`src/lsu_settings.svh`:
```
`ifndef LSU_SETTINGS_SVH
`define LSU_SETTINGS_SVH

// byte address width, gives 1 KiB of data memory
`define ADDR_W 10

// bytes in one data word
`define WORD_BYTES 4

// bytes in one memory line
// a two-word window never reaches past the end of a line
`define LINE_BYTES 16

// number of words held by the memory
`define MEM_WORDS 256

// data word width in bits
`define WORD_W 32

`endif

```
`src/lsuPkg.sv`:
```
`include "lsu_settings.svh"

package lsuPkg;

  // byte address as issued by the core
  typedef logic [`ADDR_W-1:0] byteAddrT;

  // word index into the memory, byte offset dropped
  typedef logic [`ADDR_W-$clog2(`WORD_BYTES)-1:0] wordAddrT;

  // one data word
  typedef logic [`WORD_W-1:0] wordT;

  // eight-byte window, addressed word in the low half
  typedef logic [2*`WORD_W-1:0] windowT;

  // one enable per window byte lane
  typedef logic [2*`WORD_BYTES-1:0] laneMaskT;

  // byte offset within a word
  typedef logic [$clog2(`WORD_BYTES)-1:0] offsetT;

  // access size code, code 3 behaves as a word
  typedef logic [1:0] accessSizeT;

  localparam accessSizeT sizeByte = 2'd0;
  localparam accessSizeT sizeHalf = 2'd1;
  localparam accessSizeT sizeWord = 2'd2;

  // spill sequencer states
  typedef enum logic [1:0] {seqReady, seqSpill, seqStoreDelay} seqStateT;

endpackage

```
`src/lsuIfs.sv`:
```
`include "lsu_settings.svh"

//////////////////////////////////////////////////////////////////////
// beat information, one memory access per cycle
//////////////////////////////////////////////////////////////////////

interface beatIf;
  import lsuPkg::*;

  // a memory access happens this cycle
  logic       beatValid;
  logic       beatWrite;
  // second half of a line-crossing access
  logic       secondBeat;
  wordAddrT   beatWordAddr;
  offsetT     beatOffset;
  accessSizeT beatSize;
  // the access in flight spans two lines
  logic       splitAccess;

  // driven by the spill sequencer
  modport source (
    output beatValid, beatWrite, secondBeat, beatWordAddr,
    output beatOffset, beatSize, splitAccess
  );

  // read by the combiner and the load merger
  modport sink (
    input beatValid, beatWrite, secondBeat, beatWordAddr,
    input beatOffset, beatSize, splitAccess
  );

endinterface


```
`src/loadMerge.sv`:
```
`include "lsu_settings.svh"

module loadMerge (
  input  logic           clk,
  input  logic           rstN,
  beatIf.sink            beat,
  input  lsuPkg::windowT memRData,
  output lsuPkg::wordT   rdata,
  output logic           done
);
  import lsuPkg::*;

  localparam int byteW = `WORD_W / `WORD_BYTES;

  logic       finalBeat;
  logic       prevValid;
  logic       prevWrite;
  logic       prevSecond;
  logic       prevSplit;
  offsetT     prevOffset;
  accessSizeT prevSize;
  wordT       firstLow;
  windowT     mergedWin;
  windowT     shiftedWin;
  wordT       sizeMask;

  // last beat of any access
  assign finalBeat = beat.beatValid & (~beat.splitAccess | beat.secondBeat);

  //////////////////////////////////////////////////////////////////////
  // beat info delayed to line up with the read window
  //////////////////////////////////////////////////////////////////////

  always_ff @(posedge clk or negedge rstN) begin
    if (!rstN) begin
      prevValid  <= 1'b0;
      prevWrite  <= 1'b0;
      prevSecond <= 1'b0;
      prevSplit  <= 1'b0;
      done       <= 1'b0;
    end else begin
      prevValid  <= beat.beatValid;
      prevWrite  <= beat.beatWrite;
      prevSecond <= beat.secondBeat;
      prevSplit  <= beat.splitAccess;
      // pulses for stores as well
      done       <= finalBeat;
    end
  end

  always_ff @(posedge clk) begin
    prevOffset <= beat.beatOffset;
    prevSize   <= beat.beatSize;
    // low word of a split load's first window is the end of the first line
    if (prevValid && prevSplit && !prevSecond && !prevWrite) begin
      firstLow <= memRData[`WORD_W-1:0];
    end
  end

  //////////////////////////////////////////////////////////////////////
  // merge, shift and zero-extend
  //////////////////////////////////////////////////////////////////////

  assign mergedWin  = prevSecond ? {memRData[`WORD_W-1:0], firstLow} : memRData;
  assign shiftedWin = mergedWin >> (byteW * prevOffset);

  always_comb begin
    case (prevSize)
      sizeByte: sizeMask = {{(`WORD_W-byteW){1'b0}}, {byteW{1'b1}}};
      sizeHalf: sizeMask = {{(`WORD_W-2*byteW){1'b0}}, {(2*byteW){1'b1}}};
      // word and code 3 both load a full word
      default:  sizeMask = '1;
    endcase
  end

  // valid in the done cycle
  assign rdata = shiftedWin[`WORD_W-1:0] & sizeMask;

endmodule

```
`src/flat_wrapper.sv`:
```
// flat-port wrapper written by rule: the top's interface ports become plain ports
module loadMerge_flat import lsuPkg::*;
  (clk, rstN, memRData, rdata, done, beat_beatValid, beat_beatWrite, beat_secondBeat, beat_beatWordAddr, beat_beatOffset, beat_beatSize, beat_splitAccess);
  beatIf beat_i ();
  input  logic clk;
  input  logic rstN;
  input  lsuPkg::windowT memRData;
  output lsuPkg::wordT rdata;
  output logic done;
  input wire logic [$bits(beat_i.beatValid)-1:0] beat_beatValid;
  input wire logic [$bits(beat_i.beatWrite)-1:0] beat_beatWrite;
  input wire logic [$bits(beat_i.secondBeat)-1:0] beat_secondBeat;
  input wire logic [$bits(beat_i.beatWordAddr)-1:0] beat_beatWordAddr;
  input wire logic [$bits(beat_i.beatOffset)-1:0] beat_beatOffset;
  input wire logic [$bits(beat_i.beatSize)-1:0] beat_beatSize;
  input wire logic [$bits(beat_i.splitAccess)-1:0] beat_splitAccess;
  assign beat_i.beatValid = beat_beatValid;
  assign beat_i.beatWrite = beat_beatWrite;
  assign beat_i.secondBeat = beat_secondBeat;
  assign beat_i.beatWordAddr = beat_beatWordAddr;
  assign beat_i.beatOffset = beat_beatOffset;
  assign beat_i.beatSize = beat_beatSize;
  assign beat_i.splitAccess = beat_splitAccess;
  loadMerge u_core (.clk(clk), .rstN(rstN), .beat(beat_i), .memRData(memRData), .rdata(rdata), .done(done));
endmodule
```
`config.mk`:
```
export PLATFORM = sky130hd
export DESIGN_NAME = loadMerge_flat
export DESIGN_NICKNAME = d
export VERILOG_FILES = /design/src/lsuPkg.sv /design/src/lsuIfs.sv /design/src/loadMerge.sv /design/src/flat_wrapper.sv
export VERILOG_INCLUDE_DIRS = /design/src
export SDC_FILE = /design/constraint.sdc
export NUM_CORES = 1
export LEC_CHECK = 0
export ABC_AREA = 1
export BUFFER_PORTS_ARGS = -buffer_cell sky130_fd_sc_hd__buf_2
export CAP_MARGIN = 5
export CORE_UTILIZATION = 49
export DETAILED_ROUTE_END_ITERATION = 10
export GPL_ROUTABILITY_DRIVEN = 0
export PLACE_DENSITY = 0.81
export SLEW_MARGIN = 20
export SYNTH_ARGS = -nofsm -noshare
export SYNTH_HDL_FRONTEND = slang
export SYNTH_SLANG_ARGS = --single-unit
```
`constraint.sdc`:
```
create_clock -name clk -period 5.1 [get_ports clk]
set_clock_uncertainty 0.2 [all_clocks]
set_input_delay 0 -clock clk [delete_from_list [all_inputs] [get_ports clk]]
set_output_delay 0 -clock clk [all_outputs]
set_load 0.01 [all_outputs]
```
# --- Word-level counts from Yosys, hierarchy flattened ---
# Cells that the tools add are included.
totals:
  ff_bits: 41
  elab_cells: 22
op_classes:
  eq_ne: 1
  shift: 1
  muxes: 2
  n_bitwise: 4
  n_reduce_logical: 6
ops:
  columns: ["cell", "count"]
  rows:
  - ["64-bit 2-to-1 mux", 1]
  - ["32-bit one-hot mux with 2 select lines", 1]
  - ["64-bit by 5-bit right shift with 32-bit output", 1]
  - ["32-bit bitwise AND", 1]
  - ["1-bit logical AND", 3]
  - ["2-bit by 1-bit equality test with 1-bit output (second input constant)", 1]
  - ["1-bit logical NOT", 2]
  - ["2-bit logical NOT", 1]
  - ["1-bit bitwise AND", 1]
  - ["1-bit inverter", 1]
  - ["1-bit OR", 1]

# --- Depth between registers and ports, before layout ---
logic_depth:
  ltp_word: 3
  depth_mapped: 8

# --- Worst setup path before layout ---
# OpenSTA, ideal clock, no wires.
synth_path:
  path_kind: "register to register"
  from: "reg u_core.prevSecond"
  to: "reg u_core.firstLow[0], enable pin"
  setup_ps: 461
  t_arrival_ps: 2968
  t_required_ps: 4439
  slack_ps: 1471
  path_stages_with_launch: 4
  synth_period_minus_slack_ps: 3629
  path_cell_list: "dfrtp_1 -> buf_4 -> buf_4 -> nor3_1"
synth_between:
  elab_chain_len: 3
synth_lines:
  columns: ["element", "line_no", "source"]
  rows:
  - ["start: declaration", "loadMerge.sv:18", "logic prevSecond;"]
  - ["start signal: assignment", "loadMerge.sv:44", "prevSecond <= beat.secondBeat;"]
  - ["1-bit logical NOT", "loadMerge.sv:55", "if (prevValid && prevSplit && !prevSecond && !prevWrite) begin"]
  - ["1-bit logical AND (2 in series)", "loadMerge.sv:55", null]
  - ["end signal: assignment", "loadMerge.sv:56", "firstLow <= memRData[`WORD_W-1:0];"]
  - ["end: declaration", "loadMerge.sv:22", "wordT firstLow;"]
# Every way passes these cells.
# A chain may end at the register's enable or synchronous reset.

# --- Final worst setup path ---
layout_path:
  from: "reg u_core.prevSecond"
  to: "out rdata[13]"
layout_between:
  elab_chain_len: 3
layout_lines:
  columns: ["element", "line_no", "source"]
  rows:
  - ["64-bit 2-to-1 mux", "loadMerge.sv:64", "assign mergedWin = prevSecond ? {memRData[`WORD_W-1:0], firstLow} : memRData;"]
  - ["64-bit by 5-bit right shift with 32-bit output", "loadMerge.sv:65", "assign shiftedWin = mergedWin >> (byteW * prevOffset);"]
  - ["32-bit bitwise AND", "loadMerge.sv:77", "assign rdata = shiftedWin[`WORD_W-1:0] & sizeMask;"]
  - ["end: declaration", "flat_wrapper.sv:8", "output lsuPkg::wordT rdata;"]
# Every way passes these cells.

==> flow_summary.toml <==
[grt]
met3_usage = 0.0395
use_met2 = 0.489
grt-busiest-layer = "met2"
grt_pass1_wl_mm = 13.4
grtUsageMet1 = 0.347
antenna_found_initial = 0
overflow = 0
grt_usage = 0.276
first_global_vias = 3028
grt_start_max_net_pins = 59

[synth]
synth_top_family_by_area = "simple AND/OR/NAND/NOR gates"
synthMuxAreaShare = 0
syn_inst = 416
synth_edf_count = 32
ys_seq_area_frac = 0.409
syn-num-nets = 498
ys_types = 17
synth_xor_area_frac = 0
yosysWarningCount = 0
yosys_most_used_dff = "edfxtp_1"
synth-simple-area-share = 0.452
yosysMostFrequentCell = "nand2_1"
synth_largest_area_cell = "edfxtp_1"
synth-adder-area-share = 0
ys_top_cells_by_count = "154 x nand2_1, 132 x nand3_1, 32 x edfxtp_1, 24 x a21oi_1"
syn_avg_cell_area_um2 = 6.85
synth_async_sr_flop_share = 0.122
synth_top_area_share = 0.337
synth_seq_cells = 41
yosys-top-cells-area = "edfxtp_1 34%, nand3_1 23%, nand2_1 20%, dfrtp_1 4.4%, a21oi_1 4.2%"
syn_area_mm2 = 0.00285
synth_compound_area_frac = 0.0553

[clocking]
htreeDepth = 2
cts-resized-gates = 0
clockRootBuffer = "clkbuf_8"
numCtsBuffers = 5
numClockSinks = 41
clk_pin_slew_worst_paths_ns = 0.08
cts_tree = "done"
clk_latency_ns = 0.29
cts_hold_buf = 42
clk_path_buf_depth = 2
postCtsSetupBuffers = 0

[power]
peakVddDrop_mv = 0.187
leakagePower_nw = 1.85
power_density_mw_per_mm2 = 225

[route]
routed_via_density = 5.51
vias = 3354
wl_per_cell_um = 13.7
drc = 0
wl_mm = 8.35
initialDrtViolationCount = 359
drtPass1Iterations = 7
ant_nets = 0

[worst_hold_path]
hold-path-cell-count = 2
hp-class = "in2reg"

[sta]
tightestPinTransition_ns = 1.03
hold_viol_final = 0
tns_ns = 0
slew_viol_final = 0
fin_ws_ns = 2.09
setup_viol = 0
layout_min_cycle_time_ns = 3.01
fmax_ghz = 0.332
grt_setup_unrepaired = "false"
fin_crit_sh = 0.591
relSlewSlack = 0.315

[worst_setup_path]
setup.worst_path.end_class = "primary output"
r2r_cells = 2
crit_type = "reg2out"
critPathRequiredTime_ns = 4.90
cp.arrival_ns = 2.81
critPathMaxFanout = 58
startpoint_type = "register"

[floorplanning]
start_util = 0.514
die_area_mm2 = 0.00613
num_io_pins = 115
rows = 27
die_h_um = 78.3
die_w_um = 78.3
core_area_mm2 = 0.00554

[status]
status = "complete, no violations"

[final_layout]
final_nets = 618
n_antenna_cell = 0
area_growth_pct = 33.7
instances_no_fill = 609
drive_gt1_frac = 0.209

[placement]
dp_slack_ns = 2.45
io_buffer_count = 98
placed_cells = 559
dp.final_hpwl_mm = 4.96

[flow_run]
drv_cap = 0
[logic make-up after synthesis]
family,Yosys count
buffers and inverters,45
AO/OA/AOI/OAI,31
flip-flops,41
AND/OR/NAND/NOR,299
[stage by stage]
stage	instance area (um^2)	hold slack (ns)	power [mW]	utilization
finish	3810	0.133	0.858	0.688
global route	3810	0.148	0.899	0.688
CTS	3810	0.127	0.859	0.688
detailed placement	3280	-0.378	0.583	0.592
global placement	3280	-0.387	0.580	0.592
floorplan	2850	-0.496	0.513	-
[worst paths after layout]
| kind | from | end | slack (ns) |
|---|---|---|---|
| setup / recovery | u_core.prevSecond$_DFF_PN0_ | rdata[13] | 2.09 |
| hold / removal | beat_beatSize[0] | u_core.prevSize[0]$_DFF_P_ | 0.13 |
| setup reg to reg | u_core.prevSecond$_DFF_PN0_ | u_core.firstLow[26]$_DFFE_PP_ | 3.03 |
| hold reg to reg | u_core.prevWrite$_DFF_PN0_ | u_core.firstLow[6]$_DFFE_PP_ | 0.67 |
| min in group asynchronous | rstN | u_core.done$_DFF_PN0_ | 0.42 |
| max in group asynchronous | rstN | u_core.prevSecond$_DFF_PN0_ | 4.07 |
[per-layer routing]
layer	vias to the layer above	wire length, um
li1	1644	-
met1	1528	3510
met2	171	4100
met3	11	649
met4	0	95
met5	-	0
[sequential cells by signal, summed over array words and instances, names as in the netlist]
| signal | count |
|---|---|
| u_core.prevValid | 1 |
| u_core.prevSecond | 1 |
| u_core.done | 1 |
| u_core.prevWrite | 1 |
| u_core.prevOffset | 2 |
| u_core.prevSplit | 1 |
| u_core.firstLow | 32 |
| u_core.prevSize | 2 |
[cell type report]
| class | instances | area, um^2 |
|---|---|---|
| clock buffer | 8 | 111 |
| fill | 486 | 1730 |
| inverter | 15 | 56.3 |
| multi-input combinational | 330 | 1450 |
| sequential | 41 | 1170 |
| tap | 72 | 90.1 |
| timing repair buffer | 143 | 933 |
[placed cells by master (no fill, tap or decap), types with 4 or more instances in the layout]
master / synthesis / final
nor2_1: 12 / 12
nand2_1: 154 / 154
inv_1: 13 / 13
edfxtp_1: 32 / 32
o21ai_0: 5 / 5
buf_2: 13 / 98
clkbuf_8: 0 / 6
dlygate4sd3_1: 0 / 42
nand3_1: 132 / 132
dfxtp_1: 4 / 4
a21oi_1: 24 / 24
dfrtp_1: 5 / 4
[worst max-delay path, cell delays in order (launching register included)]
cell	delay, ns
dfrtp_2	1.04
inv_2	0.65
nand2_1	0.26
nand3_1	0.13
nand3_1	0.12
a21oi_1	0.07
buf_2	0.18
[report_power, final]
group          internal, mW  switching, mW  leakage (nW)
Combinational        0.0979          0.127          1.41
Sequential            0.369         0.0108         0.382
Clock                 0.140          0.113        0.0566
No activity file was read; power rests on OpenSTA's default activity.
