--- src/lsu_settings.svh ---
`ifndef LSU_SETTINGS_SVH
`define LSU_SETTINGS_SVH

// byte address width, gives 1 KiB of data memory
`define ADDR_W 10

// bytes in one data word
`define WORD_BYTES 4

// bytes in one memory line
// a two-word window never reaches past the end of a line
`define LINE_BYTES 16

// number of words held by the memory
`define MEM_WORDS 256

// data word width in bits
`define WORD_W 32

`endif

--- src/lsuPkg.sv ---
`include "lsu_settings.svh"

package lsuPkg;

  // byte address as issued by the core
  typedef logic [`ADDR_W-1:0] byteAddrT;

  // word index into the memory, byte offset dropped
  typedef logic [`ADDR_W-$clog2(`WORD_BYTES)-1:0] wordAddrT;

  // one data word
  typedef logic [`WORD_W-1:0] wordT;

  // eight-byte window, addressed word in the low half
  typedef logic [2*`WORD_W-1:0] windowT;

  // one enable per window byte lane
  typedef logic [2*`WORD_BYTES-1:0] laneMaskT;

  // byte offset within a word
  typedef logic [$clog2(`WORD_BYTES)-1:0] offsetT;

  // access size code, code 3 behaves as a word
  typedef logic [1:0] accessSizeT;

  localparam accessSizeT sizeByte = 2'd0;
  localparam accessSizeT sizeHalf = 2'd1;
  localparam accessSizeT sizeWord = 2'd2;

  // spill sequencer states
  typedef enum logic [1:0] {seqReady, seqSpill, seqStoreDelay} seqStateT;

endpackage

--- src/lsuIfs.sv ---
`include "lsu_settings.svh"

//////////////////////////////////////////////////////////////////////
// beat information, one memory access per cycle
//////////////////////////////////////////////////////////////////////

interface beatIf;
  import lsuPkg::*;

  // a memory access happens this cycle
  logic       beatValid;
  logic       beatWrite;
  // second half of a line-crossing access
  logic       secondBeat;
  wordAddrT   beatWordAddr;
  offsetT     beatOffset;
  accessSizeT beatSize;
  // the access in flight spans two lines
  logic       splitAccess;

  // driven by the spill sequencer
  modport source (
    output beatValid, beatWrite, secondBeat, beatWordAddr,
    output beatOffset, beatSize, splitAccess
  );

  // read by the combiner and the load merger
  modport sink (
    input beatValid, beatWrite, secondBeat, beatWordAddr,
    input beatOffset, beatSize, splitAccess
  );

endinterface


--- src/spillSequencer.sv ---
`include "lsu_settings.svh"

module spillSequencer (
  input  logic               clk,
  input  logic               rstN,
  input  logic               req,
  input  logic               write,
  input  lsuPkg::accessSizeT size,
  input  lsuPkg::byteAddrT   addr,
  output logic               busy,
  beatIf.source              beat
);
  import lsuPkg::*;

  localparam int lineOffW = $clog2(`LINE_BYTES);
  localparam int wordOffW = $clog2(`WORD_BYTES);

  seqStateT          state;
  seqStateT          nextState;
  logic [2:0]        accessLen;
  logic [lineOffW:0] spanEnd;
  logic              crossesLine;
  logic              startSplit;
  wordAddrT          heldWordAddr;
  offsetT            heldOffset;
  accessSizeT        heldSize;
  logic              heldWrite;

  //////////////////////////////////////////////////////////////////////
  // line crossing detect
  //////////////////////////////////////////////////////////////////////

  // access length in bytes
  always_comb begin
    case (size)
      sizeByte: accessLen = 3'd1;
      sizeHalf: accessLen = 3'd2;
      default:  accessLen = 3'd4;
    endcase
  end

  // one past the last byte touched, measured from the line start
  assign spanEnd = {1'b0, addr[lineOffW-1:0]} + {{(lineOffW-2){1'b0}}, accessLen};
  assign crossesLine = (spanEnd > `LINE_BYTES);

  // only a request seen while idle can start a split
  assign startSplit = (state == seqReady) && req && crossesLine;

  //////////////////////////////////////////////////////////////////////
  // beat FSM
  //////////////////////////////////////////////////////////////////////

  always_ff @(posedge clk or negedge rstN) begin
    if (!rstN) begin
      state <= seqReady;
    end else begin
      state <= nextState;
    end
  end

  always_comb begin
    nextState = state;
    case (state)
      seqReady: begin
        // stores wait out the first write, loads go fetch the next line
        if (startSplit) begin
          nextState = write ? seqStoreDelay : seqSpill;
        end
      end
      seqSpill:      nextState = seqReady;
      seqStoreDelay: nextState = seqReady;
      default:       nextState = seqReady;
    endcase
  end

  // second beat starts on the first word of the following line
  always_ff @(posedge clk) begin
    if (startSplit) begin
      heldWordAddr <= wordAddrT'(addr[`ADDR_W-1:wordOffW]) + 1'b1;
      heldOffset   <= addr[wordOffW-1:0];
      heldSize     <= size;
      heldWrite    <= write;
    end
  end

  // any state other than ready is the second beat
  assign busy = (state != seqReady);

  // first beat straight from the request, second beat from the held copy
  always_comb begin
    if (busy) begin
      beat.beatValid    = 1'b1;
      beat.beatWrite    = heldWrite;
      beat.secondBeat   = 1'b1;
      beat.beatWordAddr = heldWordAddr;
      beat.beatOffset   = heldOffset;
      beat.beatSize     = heldSize;
      beat.splitAccess  = 1'b1;
    end else begin
      beat.beatValid    = req;
      beat.beatWrite    = write;
      beat.secondBeat   = 1'b0;
      beat.beatWordAddr = addr[`ADDR_W-1:wordOffW];
      beat.beatOffset   = addr[wordOffW-1:0];
      beat.beatSize     = size;
      beat.splitAccess  = crossesLine;
    end
  end

endmodule

--- src/flat_wrapper.sv ---
// flat-port wrapper written by rule: the top's interface ports become plain ports
module spillSequencer_flat import lsuPkg::*;
  (clk, rstN, req, write, size, addr, busy, beat_beatValid, beat_beatWrite, beat_secondBeat, beat_beatWordAddr, beat_beatOffset, beat_beatSize, beat_splitAccess);
  beatIf beat_i ();
  input  logic clk;
  input  logic rstN;
  input  logic req;
  input  logic write;
  input  lsuPkg::accessSizeT size;
  input  lsuPkg::byteAddrT addr;
  output logic busy;
  output wire logic [$bits(beat_i.beatValid)-1:0] beat_beatValid;
  output wire logic [$bits(beat_i.beatWrite)-1:0] beat_beatWrite;
  output wire logic [$bits(beat_i.secondBeat)-1:0] beat_secondBeat;
  output wire logic [$bits(beat_i.beatWordAddr)-1:0] beat_beatWordAddr;
  output wire logic [$bits(beat_i.beatOffset)-1:0] beat_beatOffset;
  output wire logic [$bits(beat_i.beatSize)-1:0] beat_beatSize;
  output wire logic [$bits(beat_i.splitAccess)-1:0] beat_splitAccess;
  assign beat_beatValid = beat_i.beatValid;
  assign beat_beatWrite = beat_i.beatWrite;
  assign beat_secondBeat = beat_i.secondBeat;
  assign beat_beatWordAddr = beat_i.beatWordAddr;
  assign beat_beatOffset = beat_i.beatOffset;
  assign beat_beatSize = beat_i.beatSize;
  assign beat_splitAccess = beat_i.splitAccess;
  spillSequencer u_core (.clk(clk), .rstN(rstN), .req(req), .write(write), .size(size), .addr(addr), .busy(busy), .beat(beat_i));
endmodule
--- config.mk ---
export PLATFORM = sky130hd
export DESIGN_NAME = spillSequencer_flat
export DESIGN_NICKNAME = d
export VERILOG_FILES = /design/src/lsuPkg.sv /design/src/lsuIfs.sv /design/src/spillSequencer.sv /design/src/flat_wrapper.sv
export VERILOG_INCLUDE_DIRS = /design/src
export SDC_FILE = /design/constraint.sdc
export NUM_CORES = 1
export LEC_CHECK = 0
export ABC_AREA = 1
export CORE_UTILIZATION = 37
export CTS_BUF_LIST = sky130_fd_sc_hd__clkbuf_4
export CTS_CLUSTER_DIAMETER = 80
export DETAILED_ROUTE_END_ITERATION = 12
export DONT_BUFFER_PORTS = 1
export GPL_ROUTABILITY_DRIVEN = 0
export MAX_ROUTING_LAYER = met4
export SLEW_MARGIN = 20
export SYNTH_ARGS = -nofsm -noshare
export SYNTH_HDL_FRONTEND = slang
export SYNTH_SLANG_ARGS = --single-unit
--- constraint.sdc ---
create_clock -name clk -period 1.89 [get_ports clk]
set_input_delay 0.189 -clock clk [delete_from_list [all_inputs] [get_ports clk]]
set_output_delay 0.189 -clock clk [all_outputs]
set_load 0.05 [all_outputs]
=== Word level (Yosys, flattened, before mapping) ===
Index checks and enable logic that the tools add are counted.
W data, S select, Z words.

* Add/subtract/negate cells: 2
* Order comparisons: 1
* Eq/ne operators: 2
* Multiplexer cells: 11
* Reduce and logical (&&, ||, !) cells: 5

{| class="wikitable"
|+ Operators with widths
! cell !! number
|-
| $mux W2 || 5
|-
| $add A8 B1 Y8 const B || 1
|-
| $mux W8 || 1
|-
| $pmux W3 S2 || 1
|-
| $add A4 B3 Y5 || 1
|-
| $gt A5 B5 Y1 const B || 1
|-
| $logic_not A2 Y1 || 2
|-
| $mux W1 || 4
|-
| $eq A2 B1 Y1 const B || 1
|-
| $logic_and A1 B1 Y1 || 2
|-
| $ne A2 B1 Y1 const B || 1
|-
| $reduce_bool A2 Y1 || 1
|}

* Register bits after elaboration: 15
* Output and inout port bits: 17
* Word-level logic and storage cells: 26

=== Longest topological paths before layout ===
* Depth in word-level cells: 7
* Depth in mapped cells: 11
* Gate-level depth less buffers: 11

=== Worst setup path before layout ===
OpenSTA, ideal clock, no wires.

* Path kind: input-to-reg
* Start point: in size[0]
* End point: reg u_core.heldOffset[0], enable pin
* Library setup time: 349 ps
* Arrival: 1,494 ps
* Data required time: 1,541 ps
* Path slack: 47 ps
* Cell stages on the path: 11
* Path buffers: 0
* Cell sequence: nor2_1 -> ha_1 -> inv_1 -> fa_1 -> inv_1 -> nand2_1 -> nand2_1 -> nand2_1 -> nand3_1 -> nand2_1 -> inv_1

* Longest elaborated chain between the ends: 5

{| class="wikitable"
|+ Ends and longest elaborated chain
! what !! line !! RTL
|-
| start, declared || flat_wrapper.sv:9 || <nowiki>input lsuPkg::accessSizeT size;</nowiki>
|-
| $eq A2 B1 Y1 or $logic_not A2 Y1 (tied branches) || spillSequencer.sv:35 || <nowiki>case (size)</nowiki>
|-
| $pmux W3 S2 * || spillSequencer.sv:35 ||
|-
| $add A4 B3 Y5 * || spillSequencer.sv:43 || <nowiki>assign spanEnd = {1'b0, addr[lineOffW-1:0]} + {{(lineOffW-2){1'b0}}, accessLen};</nowiki>
|-
| $gt A5 B5 Y1 (no source line) * || - ||
|-
| $logic_and A1 B1 Y1 * || spillSequencer.sv:47 || <nowiki>assign startSplit = (state == seqReady) && req && crossesLine;</nowiki>
|-
| via u_core.startSplit || spillSequencer.sv:23 || <nowiki>logic startSplit;</nowiki>
|-
| end signal, assigned || spillSequencer.sv:80 || <nowiki>heldOffset <= addr[wordOffW-1:0];</nowiki>
|-
| end, declared || spillSequencer.sv:25 || <nowiki>offsetT heldOffset;</nowiki>
|}

Mark *: on every way through the listed nets, which the timed path passes. The rest lies on a longest branch.
A chain may end at the register's enable or synchronous reset.

=== Worst setup path after layout ===
* Start point: in size[0]
* End point: out beat_splitAccess

* Longest elaborated chain between the ends: 5

{| class="wikitable"
|+ Ends and longest elaborated chain
! what !! line !! RTL
|-
| $eq A2 B1 Y1 or $logic_not A2 Y1 (tied branches) || spillSequencer.sv:35 ||
|-
| $pmux W3 S2 * || spillSequencer.sv:35 ||
|-
| $add A4 B3 Y5 * || spillSequencer.sv:43 ||
|-
| $gt A5 B5 Y1 (no source line) * || - ||
|-
| $mux W1 * || spillSequencer.sv:91 || <nowiki>if (busy) begin</nowiki>
|-
| end, declared || flat_wrapper.sv:18 || <nowiki>output wire logic [$bits(beat_i.splitAccess)-1:0] beat_splitAccess;</nowiki>
|}

Mark *: on every way between the ends. The rest lies on a longest branch, timed or not.

==> qor.txt <==
Status = completed
ANT cells = 0
Final hold vios = 0
Die X = 52.1 um
Arrival time at the worst endpoint = 1.57 ns
Drt drc = 0
First-pass DRT Iterations = 4
Post-synthesis sequential area ratio = 47.4%
Setup-failing EPs final = 0
Detailed-route wire length per cell = 12.7 um
Area contributors post-synth = edfxtp_1 42%, nand2_1 15%, inv_1 6.9%
M3 GR Usage = 5.56%
Worst slew pin tran = 0.278 ns
Leak = 0.592 nW
Worst skew pair latency = 0.29 ns
Total power = 0.910 mW
Fmax = 570 MHz
Worst-path clk slew = 0.10 ns
# Max-Cap Violations = 0
Tcrit/Tclk final = 92.8%
Fraction of layout cells with a size suffix above 1 = 20.1%
Vias in the first global route = 770
Area delta synth->final = 33.4%
Crit path kind = in2out
Pwr Density = 735 mW/mm^2
Largest net degree at the start of global routing = 14
Die ar. = 0.00271 sq mm
H-tree Lvls = 1
Drt initial violations = 15
Initial antenna violation count = 0
Net Count, Synth = 131
Reg2Reg Depth = 5
Sequential group share of total power = 41.6%
CP Data Required Time = 1.70 ns
Post-Route WL = 2.05 mm
Final Max Tran Viols = 0
CTS tree = yes
Cell area after synthesis = 928 sq um
Total CTS buffers = 3
Most area-hungry cell type in the Yosys netlist = edfxtp_1
Yosys reg bits = 15
CP max FO = 3
Die Span Y = 52.1 um
Top Ports = 33
Fin crit period = 1.75 ns
CP endpoint kind = output port
Post-route ant nets = 0
Core ar. = 0.00230 sq mm
Starting Density = 40.4%
Yosys warns = 0
Most common cell after layout, fill and taps aside = nand2_1
Post-synth top area share = 42.0%
Netlist cell types = 19
DP HPWL = 1.51 mm
Peak supply drop = 0.454 mV
Min-Delay Path Class = in2reg
Via count = 776
Pint = 0.580 mW
Switching Share = 36.3%
PortBufs = 0
Hold depth = 2
Comb pwr share = 37.0%
Syn Area/Cell = 8.44 sq um
Final TNS setup = 0 ns
Grt peak-use layer = met2
First-pass GRT wire length = 3.26 mm
Slew HR = 81.6%
GRT Total Usage = 17.7%
Synth Instances = 110
Switching power = 0.330 mW
Nets = 156
Commonest cells after routing, fill and taps aside = 36 x nand2_1, 17 x inv_1, 13 x edfxtp_1
Clock network fraction of design power = 21.4%
Clk_skew = 0.00343 ns
RSZ-0062 raised after global routing = no
Post-CTS Setup Bufs = 0
Met2 usage = 26.5%
Vias per Instance = 4.79
Critical Path Start Type = input pin
Met1 usage = 21.7%
Clock buffer depth = 2
Gr ovfl total = 0
Root Driver = clkbuf_4
Row count = 17
Clk sink count = 15
cell usage after synthesis:
cell type,instances
inv_2,1
inv_1,17
buf_4,1
fa_1,1
o21ai_1,8
edfxtp_1,13
clkbuf_1,1
buf_6,3
ha_1,4
a21oi_1,2
nand3_1,6
nor3_2,1
dfrtp_1,2
or2_1,1
nor2_2,1
nor2_1,7
nand2_1,36
nand4_1,1
xor2_1,4
metrics by stage:
step	cell area (sq um)	util (%)	setup slack, ns	instances	hold WS, ns
after floorplan	928	-	0.0474	110	-0.107
final	1240	53.9	0.135	162	0.0342
after global placement	1150	50.0	0.0871	152	-0.107
after detailed placement	1150	50.0	0.0151	152	-0.106
after CTS	1240	53.8	0.0511	162	0.0379
after global routing	1240	53.9	0.00161	162	0.0457
cell families (layout without fill, tap and decap cells):
family,count (synthesis),count (layout),synth area share [%]
DFF,15,15,47.4
xor gates and xnor gates,4,4,3.77
buffers and inverters,23,47,12.1
adders and majority gates,5,5,7.55
and+or+nand+nor,53,53,23.7
AOI/OAI and AO/OA,10,10,5.39
path summary, 6_finish.rpt:
check	end	start	slack [ns]
worst max-delay path	beat_splitAccess	size[0]	0.14
worst min-delay path	u_core.state[1]$_DFFE_PN0P_	write	0.03
worst max register to register	u_core.heldSize[1]$_DFFE_PP_	u_core.state[1]$_DFFE_PN0P_	0.40
worst min register to register	u_core.state[1]$_DFFE_PN0P_	u_core.state[1]$_DFFE_PN0P_	0.76
max in group asynchronous	u_core.state[0]$_DFFE_PN0P_	rstN	1.64
min in group asynchronous	u_core.state[1]$_DFFE_PN0P_	rstN	0.12
layout make-up:
type	instances	area (sq um)
multi-input combinational	72	378
fill	220	1060
inverter	18	67.6
tap	28	35.0
timing repair buffer	25	290
clock buffer	3	22.5
sequential	15	440
clock inverter	1	5.00
power by group through the flow:
stage | Clock [mW] | Combinational [mW] | Sequential [mW]
global placement | 0 | 0.322 | 0.386
finish | 0.194 | 0.337 | 0.379
CTS | 0.196 | 0.338 | 0.379
detailed placement | 0 | 0.325 | 0.386
floorplan | 0 | 0.215 | 0.386
global route | 0.206 | 0.358 | 0.380
what timing repair did:
action | 4_1_cts | 5_1_grt
hold buffers | 6 | 0
endpoints found under the setup margin | 0 | 3
hold endpoints to repair | 8 | 0
resized for setup | 0 | 1
worst max-delay path: stages:
cell     delay, ns
nor2_1        0.09
ha_1          0.18
inv_1         0.06
fa_1          0.40
inv_1         0.07
nand2_1       0.06
nand3_1       0.08
nand3_1       0.11
nand2_1       0.07
nand2_1       0.09
buf_12        0.16
routing by layer:
metal  vias up  part of all wire (%)
li1        395                     -
met1       353                    46
met2        24                    47
met3         4                   5.5
met4         0                   1.5
met5         -                     0
sequential cells by signal, summed over array words and instances, names as in the netlist:
name,count
u_core.heldWordAddr,8
u_core.heldOffset,2
u_core.heldSize,2
u_core.state,2
u_core.heldWrite,1
Note: power is estimated with default switching activity, not from simulation.
