<file path="src/lsu_settings.svh">
`ifndef LSU_SETTINGS_SVH
`define LSU_SETTINGS_SVH

// byte address width, gives 1 KiB of data memory
`define ADDR_W 10

// bytes in one data word
`define WORD_BYTES 4

// bytes in one memory line
// a two-word window never reaches past the end of a line
`define LINE_BYTES 16

// number of words held by the memory
`define MEM_WORDS 256

// data word width in bits
`define WORD_W 32

`endif

</file>
<file path="src/lsuPkg.sv">
`include "lsu_settings.svh"

package lsuPkg;

  // byte address as issued by the core
  typedef logic [`ADDR_W-1:0] byteAddrT;

  // word index into the memory, byte offset dropped
  typedef logic [`ADDR_W-$clog2(`WORD_BYTES)-1:0] wordAddrT;

  // one data word
  typedef logic [`WORD_W-1:0] wordT;

  // eight-byte window, addressed word in the low half
  typedef logic [2*`WORD_W-1:0] windowT;

  // one enable per window byte lane
  typedef logic [2*`WORD_BYTES-1:0] laneMaskT;

  // byte offset within a word
  typedef logic [$clog2(`WORD_BYTES)-1:0] offsetT;

  // access size code, code 3 behaves as a word
  typedef logic [1:0] accessSizeT;

  localparam accessSizeT sizeByte = 2'd0;
  localparam accessSizeT sizeHalf = 2'd1;
  localparam accessSizeT sizeWord = 2'd2;

  // spill sequencer states
  typedef enum logic [1:0] {seqReady, seqSpill, seqStoreDelay} seqStateT;

endpackage

</file>
<file path="src/storeAligner.sv">
`include "lsu_settings.svh"

module storeAligner (
  input  logic               clk,
  input  logic               holdLanes,
  input  lsuPkg::wordT       wdata,
  input  lsuPkg::accessSizeT size,
  input  lsuPkg::offsetT     offset,
  output lsuPkg::windowT     laneData,
  output lsuPkg::laneMaskT   laneMask
);
  import lsuPkg::*;

  localparam int byteW = `WORD_W / `WORD_BYTES;

  logic [3*`WORD_W-1:0] repWord;
  windowT               liveData;
  windowT               savedData;
  laneMaskT             baseMask;
  laneMaskT             liveMask;
  laneMaskT             savedMask;

  // three copies so the lanes never fill with zeros
  assign repWord = {wdata, wdata, wdata} << (byteW * offset);
  assign liveData = repWord[3*`WORD_W-1:`WORD_W];

  // enables before the offset shift
  always_comb begin
    case (size)
      sizeByte: baseMask = laneMaskT'(4'b0001);
      sizeHalf: baseMask = laneMaskT'(4'b0011);
      default:  baseMask = laneMaskT'(4'b1111);
    endcase
  end

  assign liveMask = baseMask << offset;

  // keep the request's lanes for the next cycle
  // the second beat of a split store reads them from here
  always_ff @(posedge clk) begin
    if (!holdLanes) begin
      savedData <= liveData;
      savedMask <= liveMask;
    end
  end

  assign laneData = holdLanes ? savedData : liveData;
  assign laneMask = holdLanes ? savedMask : liveMask;

endmodule

</file>
<file path="config.mk">
export PLATFORM = sky130hd
export DESIGN_NAME = storeAligner
export DESIGN_NICKNAME = d
export VERILOG_FILES = /design/src/lsuPkg.sv /design/src/storeAligner.sv
export VERILOG_INCLUDE_DIRS = /design/src
export SDC_FILE = /design/constraint.sdc
export NUM_CORES = 1
export LEC_CHECK = 0
export ABC_AREA = 1
export BUFFER_PORTS_ARGS = -buffer_cell sky130_fd_sc_hd__buf_2
export CORE_MARGIN = 2
export CORE_UTILIZATION = 32
export DETAILED_ROUTE_END_ITERATION = 10
export PLACE_DENSITY = 0.56
export SKIP_CTS_REPAIR_TIMING = 1
export SKIP_LAST_GASP = 1
export SLEW_MARGIN = 20
export SYNTH_ARGS = -nofsm -noshare
export SYNTH_HDL_FRONTEND = slang
export SYNTH_SLANG_ARGS = --single-unit
</file>
<file path="constraint.sdc">
create_clock -name clk -period 1 [get_ports clk]
set_input_delay 0.2 -clock clk [delete_from_list [all_inputs] [get_ports clk]]
set_output_delay 0.2 -clock clk [all_outputs]
set_load 0.03 [all_outputs]
</file>
# After elaboration in Yosys (flattened, before gate mapping)
# Index checks and enable logic that the tools add are counted.
[word_totals]
regBits = 72
elab_cells = 9
[op_classes]
n_eq_ne = 1
shift = 2
n_mux = 3
n_reduce_logical = 1
[op_table]
columns = ["op", "n"]
rows = [
  ["left shift 96 x 5 -> 96 bit", 1],
  ["2-to-1 mux 64 bit", 1],
  ["2-to-1 mux 8 bit", 1],
  ["case mux 4 bit (2 select lines)", 1],
  ["left shift 8 x 2 -> 8 bit", 1],
  ["== test 2 x 1 -> 1 bit (second input constant)", 1],
  ["zero test 2 bit", 1],
]

# Depth between registers and ports, before layout
# Gate-level depths: netlist of the first run.
[depth]
depth_word = 4
mapped_depth = 6
depth_no_buf = 4

# Least setup slack after synthesis of the first run
# No wires, ideal clock.
[synth_path]
path_type = "input to register"
from = "in offset[0]"
to = "reg savedMask[6]"
t_arrival_ps = 1325
t_required_ps = 799
path_slack_ps = -526
stages = 4
path_buffers = 2
path_cell_list = "buf_2 -> inv_2 -> buf_2 -> o21ai_0"
[synth_via]
elab_chain_cells = 2
[synth_rtl]
columns = ["item", "line", "source"]
rows = [
  ["start: declaration", "storeAligner.sv:8", "input lsuPkg::offsetT offset,"],
  ["left shift 8 x 2 -> 8 bit", "storeAligner.sv:36", "assign liveMask = baseMask << offset;"],
  ["2-to-1 mux 8 bit", "--", ""],
  ["named net laneMask[6]", "storeAligner.sv:10", "output lsuPkg::laneMaskT laneMask"],
  ["end signal: assignment", "storeAligner.sv:43", "savedMask <= liveMask;"],
  ["end: declaration", "storeAligner.sv:21", "laneMaskT savedMask;"],
]
# The timed path passes the listed nets, and every way through them passes these cells.

# Worst setup path in the final report of the first run
[layout_path]
from = "in holdLanes"
to = "out laneData[18]"
[layout_via]
elab_chain_cells = 1
[layout_rtl]
columns = ["item", "line", "source"]
rows = [
  ["start: declaration", "storeAligner.sv:5", "input logic holdLanes,"],
  ["2-to-1 mux 64 bit", "--", ""],
  ["end: declaration", "storeAligner.sv:9", "output lsuPkg::windowT laneData,"],
]
# No other way between the ends.

==> impl_results.rst, run 1 <==
.. list-table::
   :header-rows: 1

   * - Metric
     - Value
   * - TritonCTS buffer count
     - 9
   * - Die extent in y
     - roughly 100 um
   * - Power density over the cells
     - around 1400 nW/um^2
   * - Post-layout total power
     - roughly 9.3 mW
   * - Half-perimeter wire length after placement
     - 6.921 mm
   * - Detail-routed via count per cell
     - between 4 and 5
   * - Initial core utilization
     - 0.3342
   * - FF-to-FF Start
     - savedData[57]$_DFF_P_
   * - Cell chain of the critical path
     - buf_12 -> nor2_4 -> buf_12 -> buf_4 -> nand3_4 -> nand3_4 -> buf_6
   * - First-pass GRT wire length
     - around 15 mm
   * - Clock latency of the later-clocked register in the worst-skew pair
     - ~350 ps
   * - GRT Util Overall
     - 0.1882
   * - Number of diodes added for antenna fixing
     - 0
   * - Critical Path Fanout Max
     - 16
   * - Placed Cells incl. Taps
     - between 600 and 700
   * - Post-route clock period utilization
     - 1.388
   * - Leakage dissipation
     - roughly 3.1 nW
   * - Element type at the critical path start
     - primary input
   * - Fraction of power consumed by combinational cells
     - 0.394
   * - Worst-path clk slew
     - about 70 ps
   * - Final-layout setup total negative slack
     - -22340 ps
   * - Setup violations, final
     - approximately 70
   * - Buffers added on ports
     - 109
   * - Most frequent standard cell in the layout excluding fill and tap cells
     - nand3_4
   * - Number of global-route vias before repair
     - roughly 3300
   * - Clock tree from TritonCTS
     - yes
   * - Site row count
     - 34
   * - Synth cell types
     - 13
   * - Setup crit end kind
     - primary output
   * - Critical path class
     - primary input to primary output
   * - Startpoint of the most critical hold path
     - size[0]
   * - Post-layout instance count excluding filler cells
     - 684
   * - Count of pins on the block boundary
     - between 100 and 150
   * - RD Place Congestion
     - roughly 0.83
   * - Worst supply voltage drop on vdd
     - between 0.8 and 0.9 mV
   * - Total number of clock tree sinks
     - between 70 and 80
   * - Area of the core
     - between 8000 and 9000 sq um
   * - Vias after detailed routing
     - around 3300
   * - Total of fill cells in the finished design
     - 639
   * - NumNets Final
     - slightly above 600
   * - Largest net degree at the start of global routing
     - 39
   * - Switching pwr
     - ~3.3 mW
   * - Outcome
     - complete, but fails checks
   * - Count of state elements after synthesis
     - 72
   * - Share of post-route cells with drive strength above 1
     - 0.6545
   * - Portion of total power attributed to sequential cells
     - 0.356
   * - Required time worst endpoint
     - approximately 800 ps
   * - Chip Width
     - roughly 100 um
   * - Drt first-iter violations
     - between 70 and 80
   * - RSZ-0062 raised after global routing
     - true
   * - Mean instance size in the synthesized netlist
     - roughly 7.0 sq um
   * - Clock root cell
     - clkbuf_8
   * - Part of the Yosys area used for sequential elements
     - 0.4898
   * - Transition time of the tightest slew-check pin
     - 297.9 ps
   * - Footprint of the multi-input gates
     - approximately 3100 sq um
   * - Clock Tree Buf Depth
     - 2
   * - DR pass1 iterations
     - 4
   * - Synthesis warning total
     - 0
   * - Signed area change from the synthesized netlist to the final layout
     - 127.6%
   * - Final number of hold-violating endpoints
     - 0
   * - DRC viols
     - 0
   * - Portion of total power attributed to the clock network
     - 0.249
   * - Maximum capacitance violations
     - 0
   * - Timing-limited maximum frequency
     - a little over 0.7 GHz
   * - Kind of path behind the tightest hold check
     - primary input to flip-flop
   * - Net switching fraction of the power
     - 0.3582
   * - Arrival time of data at the critical path endpoint
     - about 1200 ps
   * - Cell area after synthesis
     - a little under 3000 sq um
   * - Antenna violations before repair
     - 0
   * - CP peak stage delay
     - between 200 and 250 ps
   * - Endpoint of the worst register-to-register path
     - savedData[57]$_DFF_P_
   * - Floorplan die area
     - 9979 sq um
   * - R2R Setup Slk
     - roughly 260 ps
   * - Share of the core filled with cells
     - 0.7606
   * - Most used cells in the layout excluding fill and tap cells
     - nand3_4, nand2_1, dfxtp_1
   * - Cell internal power dissipation
     - 5.993 mW
   * - Net Count, Synth
     - around 460
   * - Clock period minus final worst setup slack
     - 1388 ps
   * - Synthesized instance count
     - between 400 and 500
   * - Number of H-tree branching levels
     - 3
   * - Total grt overflow
     - 0
   * - Number of instances on the worst hold path
     - 3
   * - Headroom to the max-slew limit
     - 0.8014
   * - Count of final max-slew check failures
     - 0
   * - First element of the critical path
     - holdLanes
   * - Total length of routed wires
     - between 10 and 15 mm
   * - Cell at the slowest stage of the critical path
     - buf_12
   * - Violated checks
     - negative setup slack
   * - Routed length per instance
     - 15.11 um
   * - Worst hold path endpoint
     - savedMask[4]$_DFF_P_
   * - Post-route antenna net violation count
     - 0
   * - Sequential standard cell area
     - around 1400 sq um
   * - Setup slack of the critical path after layout
     - -387.6 ps
   * - Reg2reg path depth
     - 3
   * - Clk_skew
     - 0 ps
[kinds of logic (layout without fill, tap and decap cells)]
logic type | after synthesis | after routing | share of synthesized area
AO/OA/AOI/OAI | 3 | 3 | 0.005101
AND/OR/NAND/NOR | 284 | 284 | 0.4218
buffers and inverters | 59 | 217 | 0.08333
flip-flops | 72 | 72 | 0.4898
[per-layer routing]
layer,up-vias,wire (um),GRT usage
met5,-,0,0
met4,0,189,0.07271
met3,14,484,0.04944
met2,73,5335,0.3181
met1,1579,4325,0.2296
li1,1668,-,-
[cells in the mapped netlist (all sizes together)]
master,instances,share of area
nor2,6,0.011
a21oi,1,0.0017
dfxtp,72,0.49
nand3,130,0.22
inv,38,0.048
o21ai,2,0.0034
nand2,147,0.19
nand4,1,0.0021
clkbuf,2,0.0026
buf,19,0.032
[how the worst max path moves through the flow]
stage,to,slack [ps],depth (start not counted)
after floorplan,laneData[22],-120,6
after global placement,laneMask[6],-480,7
after detailed placement,laneData[57],-500,7
after CTS,laneMask[6],-500,7
after global routing,laneData[4],-430,6
final,laneData[18],-390,7
[worst max-delay path: cells and delay by family]
family	cells	cell delay (ps)
AND/OR/NAND/NOR	3	360
buffers and inverters	4	610
[power by group through the flow]
| stage | sequential (mW) | combinational (mW) | clock (mW) |
|---|---|---|---|
| after floorplan | 3.37 | 2.33 | 0 |
| after global placement | 3.38 | 2.95 | 0 |
| after detailed placement | 3.39 | 2.99 | 0 |
| after CTS | 3.32 | 3.00 | 2.42 |
| after global routing | 3.36 | 3.91 | 2.52 |
| final | 3.33 | 3.68 | 2.33 |
[state kept, by name, summed over array words and instances, names as in the netlist]
name / count
savedMask: 8
savedData: 64
[per-stage QoR]
| step | setup slack (ps) | area, sq um | hold WS [ps] |
|---|---|---|---|
| floorplan | -120.8 | 4740 | 502.1 |
| global route | -427.1 | 6698 | 164.7 |
| CTS | -504.2 | 5720 | 147.5 |
| finish | -387.6 | 6698 | 162.8 |
| global placement | -479.8 | 5523 | 414.6 |
| detailed placement | -499.0 | 5523 | 419.4 |
[area by class of cell]
cell class / instances / area share
Clock buffer: 11 / 0.02111
Clock inverter: 5 / 0.008407
Inverter: 38 / 0.02429
Multi-Input combinational cell: 287 / 0.4676
Sequential cell: 72 / 0.2152
Tap cell: 108 / 0.02018
Timing Repair Buffer: 162 / 0.2419
Timing Repair inverter: 1 / 0.001308
Note: power is estimated with default switching activity, not from simulation.
==> run 2: changes to the inputs <==
--- a/config.mk
+++ b/config.mk
@@ -8,6 +8,7 @@
 export LEC_CHECK = 0
 export ABC_AREA = 1
 export BUFFER_PORTS_ARGS = -buffer_cell sky130_fd_sc_hd__buf_2
+export CORE_ASPECT_RATIO = 1.4
 export CORE_MARGIN = 2
 export CORE_UTILIZATION = 32
 export DETAILED_ROUTE_END_ITERATION = 10
==> constraint.sdc (replaced) <==
create_clock -name clk -period 1.2 [get_ports clk]
set_input_delay 0.24 -clock clk [delete_from_list [all_inputs] [get_ports clk]]
set_output_delay 0.24 -clock clk [all_outputs]
set_load 0.03 [all_outputs]
==> impl_results.rst, run 2 (synthesis results as in run 1) <==
.. list-table::
   :header-rows: 1

   * - Metric
     - Value
   * - Total length of routed wires
     - approximately 11 mm
   * - RD Place Congestion
     - 0.7723
   * - Arrival time of data at the critical path endpoint
     - between 1000 and 1500 ps
   * - NumNets Final
     - ~600
   * - Maximum capacitance violations
     - 0
   * - Count of pins on the block boundary
     - 110
   * - Required time worst endpoint
     - around 960 ps
   * - Count of final max-slew check failures
     - 0
   * - Most used cell, CP
     - buf_12
   * - CP peak stage delay
     - 150 ps
   * - Headroom to the max-slew limit
     - 0.8393
   * - Biggest register
     - savedData
   * - DRC viols
     - 0
   * - Routed length per instance
     - between 15 and 20 um
   * - Antenna violations before repair
     - 0
   * - Buffers added on ports
     - about 110
   * - Total grt overflow
     - 0
   * - Post-route cell area
     - ~6600 sq um
   * - Met3 usage in global routing
     - 0.04488
   * - Clock tree from TritonCTS
     - yes
   * - Count of buffering cells on the critical path with inverters included
     - 5
   * - Leakage dissipation
     - ~3.1 nW
   * - Critical Path Fanout Max
     - 7
   * - TritonCTS buffer count
     - 9
   * - Floorplan die area
     - around 10000 sq um
   * - Setup slack of the critical path after layout
     - -292.1 ps
   * - Most used cells in the layout excluding fill and tap cells
     - nand2_1, nand3_4, dfxtp_1
   * - DR pass1 iterations
     - 5
   * - Vias after detailed routing
     - between 3000 and 4000
   * - Post-layout total power
     - 9.055 mW
   * - Outcome
     - complete, but fails checks
   * - Registers with the most flip-flops
     - savedData (64), savedMask (8)
   * - Largest net degree at the start of global routing
     - 37
   * - Clock latency of the later-clocked register in the worst-skew pair
     - 330 ps
   * - Initial core utilization
     - 0.3278
   * - Post-route antenna net violation count
     - 0
   * - Site row count
     - slightly above 40
   * - Element type at the critical path start
     - primary input
   * - First-pass GRT wire length
     - 13.88 mm
   * - Kind of path behind the tightest hold check
     - primary input to flip-flop
   * - Cell chain of the critical path
     - buf_12 -> nor2_4 -> buf_12 -> buf_12 -> buf_4 -> nand3_4 -> nand3_4 -> buf_6
   * - Setup crit end kind
     - primary output
   * - Detail-routed via count per cell
     - around 5.0
   * - Worst-path clk slew
     - about 60 ps
   * - Chip Width
     - around 85 um
   * - Transition time of the tightest slew-check pin
     - ~240 ps
   * - Total of fill cells in the finished design
     - ~620
   * - Half-perimeter wire length after placement
     - ~6.4 mm
   * - Signed area change from the synthesized netlist to the final layout
     - 122.7%
   * - Clock Tree Buf Depth
     - 2
   * - Worst supply voltage drop on vdd
     - ~1.3 mV
   * - Post-route clock period utilization
     - 1.243
   * - Timing-limited maximum frequency
     - 0.6702 GHz
   * - Power density over the cells
     - 1381 nW/um^2
   * - Most frequent standard cell in the layout excluding fill and tap cells
     - nand2_1
   * - Layer with the highest usage after global routing
     - met2
   * - Die extent in y
     - between 100 and 150 um
   * - Total number of clock tree sinks
     - 72
   * - RSZ-0062 raised after global routing
     - true
   * - Clock period minus final worst setup slack
     - approximately 1500 ps
   * - Final number of hold-violating endpoints
     - 0
   * - Flip-flop count of the largest register after layout
     - 64
   * - Share of post-route cells with drive strength above 1
     - 0.5867
   * - Cell at the slowest stage of the critical path
     - buf_12
   * - Drt first-iter violations
     - 93
   * - Clk_skew
     - 0 ps
   * - Number of H-tree branching levels
     - 3
   * - Family of cells with the greatest summed delay on the critical path
     - buffers and inverters
   * - Critical path class
     - primary input to primary output
   * - Area of the core
     - about 9000 sq um
   * - Clock root cell
     - clkbuf_16
   * - Number of diodes added for antenna fixing
     - 0
   * - Setup violations, final
     - 71
   * - Met2 Usage GRT
     - 0.2998
   * - Number of global-route vias before repair
     - about 3100
   * - Area after detailed placement
     - 4519 sq um
   * - Met1 usage
     - 0.1970
   * - Violated checks
     - negative setup slack
   * - GRT Util Overall
     - 0.1721
[run 2: worst paths after layout]
check                           cells past startpoint  slack, ps                  start                     to
worst min register to register                      2        440   savedMask[7]$_DFF_P_   savedMask[7]$_DFF_P_
worst min-delay path                                3        220                size[1]   savedMask[5]$_DFF_P_
worst max register to register                      3        480  savedData[54]$_DFF_P_  savedData[54]$_DFF_P_
worst max-delay path                                8       -290              holdLanes           laneData[23]
[run 2: layout make-up]
class | count | area, sq um | share of cell area
Clock inverter | 7 | 143.9 | 0.02195
Multi-Input combinational cell | 287 | 2749 | 0.4194
Tap cell | 107 | 133.9 | 0.02042
Timing Repair Buffer | 158 | 1704 | 0.2600
Clock buffer | 9 | 225.2 | 0.03436
Sequential cell | 72 | 1441 | 0.2199
Inverter | 38 | 157.7 | 0.02405
[run 2: metrics by stage]
stage / instances / setup TNS, ps / hold slack (ps) / setup slack, ps / util
2_1_floorplan: 418 / -598.8 / 519.4 / -45.18 / -
3_3_place_gp: 628 / -17910 / 413.8 / -322.7 / 0.5034
3_5_place_dp: 628 / -18930 / 420.3 / -357.6 / 0.5034
4_1_cts: 644 / -19210 / 193.1 / -361.0 / 0.5445
5_1_grt: 678 / -16330 / 233.1 / -305.5 / 0.7302
6_report: 678 / -14340 / 222.1 / -292.1 / 0.7302
[run 2: report_power, final]
group	internal (mW)	switching (mW)
Sequential	2.70	0.0778
Combinational	1.27	1.72
Clock	2.24	1.04
[run 2: routing by layer]
layer / vias to the layer above / part of all wire
met5: - / 0
met4: 0 / 0.019
met3: 13 / 0.038
met2: 76 / 0.55
met1: 1623 / 0.39
li1: 1656 / -
[run 2: worst min-delay path: stages]
cell,delay [ps]
buf_2,160
nand2_8,70
nand2_4,50
==> run 3: changes to the inputs <==
--- a/config.mk
+++ b/config.mk
@@ -7,12 +7,12 @@
 export NUM_CORES = 1
 export LEC_CHECK = 0
 export ABC_AREA = 1
-export BUFFER_PORTS_ARGS = -buffer_cell sky130_fd_sc_hd__buf_2
 export CORE_ASPECT_RATIO = 1.4
 export CORE_MARGIN = 2
 export CORE_UTILIZATION = 32
 export DETAILED_ROUTE_END_ITERATION = 10
-export PLACE_DENSITY = 0.56
+export DONT_BUFFER_PORTS = 1
+export PLACE_DENSITY = 0.45
 export SKIP_CTS_REPAIR_TIMING = 1
 export SKIP_LAST_GASP = 1
 export SLEW_MARGIN = 20
==> impl_results.rst, run 3 (synthesis results as in run 1) <==
.. list-table::
   :header-rows: 1

   * - Metric
     - Value
   * - Transition time of the tightest slew-check pin
     - about 310 ps
   * - Clock tree from TritonCTS
     - yes
   * - Number of H-tree branching levels
     - 3
   * - Reg2reg path depth
     - 2
   * - Registers with the most flip-flops
     - savedData (64), savedMask (8)
   * - NumNets Final
     - 463
   * - Startpoint of the most critical hold path
     - holdLanes
   * - Outcome
     - complete, but fails checks
   * - Clock root cell
     - clkbuf_16
   * - R2R Setup Slk
     - 450 ps
   * - Setup slack of the critical path after layout
     - -77.51 ps
   * - Share of the core filled with cells
     - 0.5045
   * - Clk_skew
     - 0 ps
   * - Setup violations, final
     - 26
   * - Endpoint of the worst register-to-register path
     - savedMask[1]$_DFF_P_
   * - Antenna violations before repair
     - 0
   * - Total number of clock tree sinks
     - slightly above 70
   * - Final number of hold-violating endpoints
     - 0
   * - Arrival time of data at the critical path endpoint
     - 1040 ps
   * - Signed area change from the synthesized netlist to the final layout
     - 53.91%
   * - Detail-routed via count per cell
     - around 5.1
   * - Post-route antenna net violation count
     - 0
   * - RSZ-0062 raised after global routing
     - true
   * - Floorplan die area
     - 9990 sq um
   * - Routed length per instance
     - between 15 and 20 um
   * - DRC viols
     - 0
   * - Area of the core
     - 8977 sq um
   * - Required time worst endpoint
     - ~960 ps
   * - Clock latency of the later-clocked register in the worst-skew pair
     - approximately 330 ps
   * - Worst Hold Margin
     - roughly 160 ps
   * - Worst-path clk slew
     - about 50 ps
   * - Share of post-route cells with drive strength above 1
     - 0.3628
   * - Element type at the critical path start
     - primary input
   * - Drt first-iter violations
     - approximately 130
   * - First-pass GRT wire length
     - roughly 13 mm
   * - Vias after detailed routing
     - between 2000 and 3000
   * - Biggest register
     - savedData
   * - Initial core utilization
     - 0.3278
   * - Site row count
     - 41
   * - Worst hold path endpoint
     - savedData[27]$_DFF_P_
   * - Clock period minus final worst setup slack
     - around 1300 ps
   * - Number of diodes added for antenna fixing
     - 0
   * - Most frequent standard cell in the layout excluding fill and tap cells
     - nand2_1
   * - Critical Path Fanout Max
     - 77
   * - Flip-flop count of the largest register after layout
     - between 60 and 70
   * - RD Place Congestion
     - roughly 0.74
   * - TritonCTS buffer count
     - 9
   * - Setup crit end kind
     - primary output
   * - Buffers added on ports
     - 0
   * - Power density over the cells
     - about 1600 nW/um^2
   * - Post-route clock period utilization
     - 1.065
   * - Maximum capacitance violations
     - 0
   * - Count of pins on the block boundary
     - between 100 and 150
   * - Largest net degree at the start of global routing
     - 78
   * - Total length of routed wires
     - about 8.5 mm
   * - Worst supply voltage drop on vdd
     - ~0.85 mV
   * - Die extent in y
     - around 120 um
   * - Most used cells in the layout excluding fill and tap cells
     - nand2_1, dfxtp_1, nand3_2
   * - Leakage dissipation
     - ~2.2 nW
   * - Half-perimeter wire length after placement
     - just over 6 mm
   * - Number of instances on the worst hold path
     - 2
   * - FF-to-FF Start
     - savedMask[1]$_DFF_P_
   * - Headroom to the max-slew limit
     - 0.7909
   * - Critical path class
     - primary input to primary output
   * - Clock Tree Buf Depth
     - 2
   * - Number of global-route vias before repair
     - between 2000 and 3000
   * - GRT Util Overall
     - 0.1688
   * - Chip Width
     - roughly 85 um
   * - DR pass1 iterations
     - 6
   * - Violated checks
     - negative setup slack
   * - Count of final max-slew check failures
     - 0
   * - Kind of path behind the tightest hold check
     - primary input to flip-flop
   * - Timing-limited maximum frequency
     - between 0.7 and 0.8 GHz
   * - Total grt overflow
     - 0
run 3: changes by cell type in the layout (fill, tap and decap cells not counted), moves of 9 or more:
cell / delta
clkbuf_4: -9
nand3_4: -43
nand2_1: +19
buf_4: -17
nand2_2: -15
buf_6: -61
buf_12: -10
nand3_1: +14
nand3_2: +29
buf_2: -35
run 3: through the flow:
step / instance area [sq um] / setup WS, ps / TNS [ps] / instances / power, mW
global route: 4529 / -95.08 / -1591 / 537 / 7.764
floorplan: 3765 / -45.18 / -598.8 / 418 / 4.358
CTS: 4275 / -45.40 / -351.8 / 531 / 7.438
detailed placement: 3956 / -39.58 / -248.7 / 515 / 4.578
global placement: 3956 / -27.53 / -169.5 / 515 / 4.562
finish: 4529 / -77.51 / -1016 / 537 / 7.437
run 3: worst max-delay path, cell delays in order:
cell and delay (ps):
nor2_4 170, buf_12 180, nand3_1 210, nand3_4 190
run 3: report_power, final:
group          switching, mW  leakage (nW)  internal, mW
Sequential            0.0716         0.606          2.70
Combinational           1.32          1.39         0.519
Clock                  0.987         0.159          1.83
run 3: final cells by class:
cell class              count  area [sq um]
well taps                 107         133.9
clock buffers              14         284.0
fillers                   862          4448
clock inverters             2         35.03
inverters                  38         145.1
multi-input cells         287          2258
flip-flops and latches     72          1441
repair buffers             17         231.5
run 3: worst max path at each step:
stage | startpoint | to | slack, ps | cells past startpoint
final | holdLanes | laneData[41] | -80 | 4
after global routing | offset[1] | laneData[0] | -100 | 4
after CTS | offset[1] | laneData[57] | -50 | 4
after detailed placement | offset[1] | laneData[57] | -40 | 4
after global placement | offset[1] | laneData[57] | -30 | 4
after floorplan | offset[1] | laneData[14] | -50 | 4
run 3: routing by layer:
metal	part of all wire	vias up	wire (um)	global-route usage
li1	-	1373	-	-
met1	0.39	1293	3365	0.1890
met2	0.52	83	4420	0.2832
met3	0.070	11	595	0.05680
met4	0.019	0	166	0.08036
met5	0	-	0	0
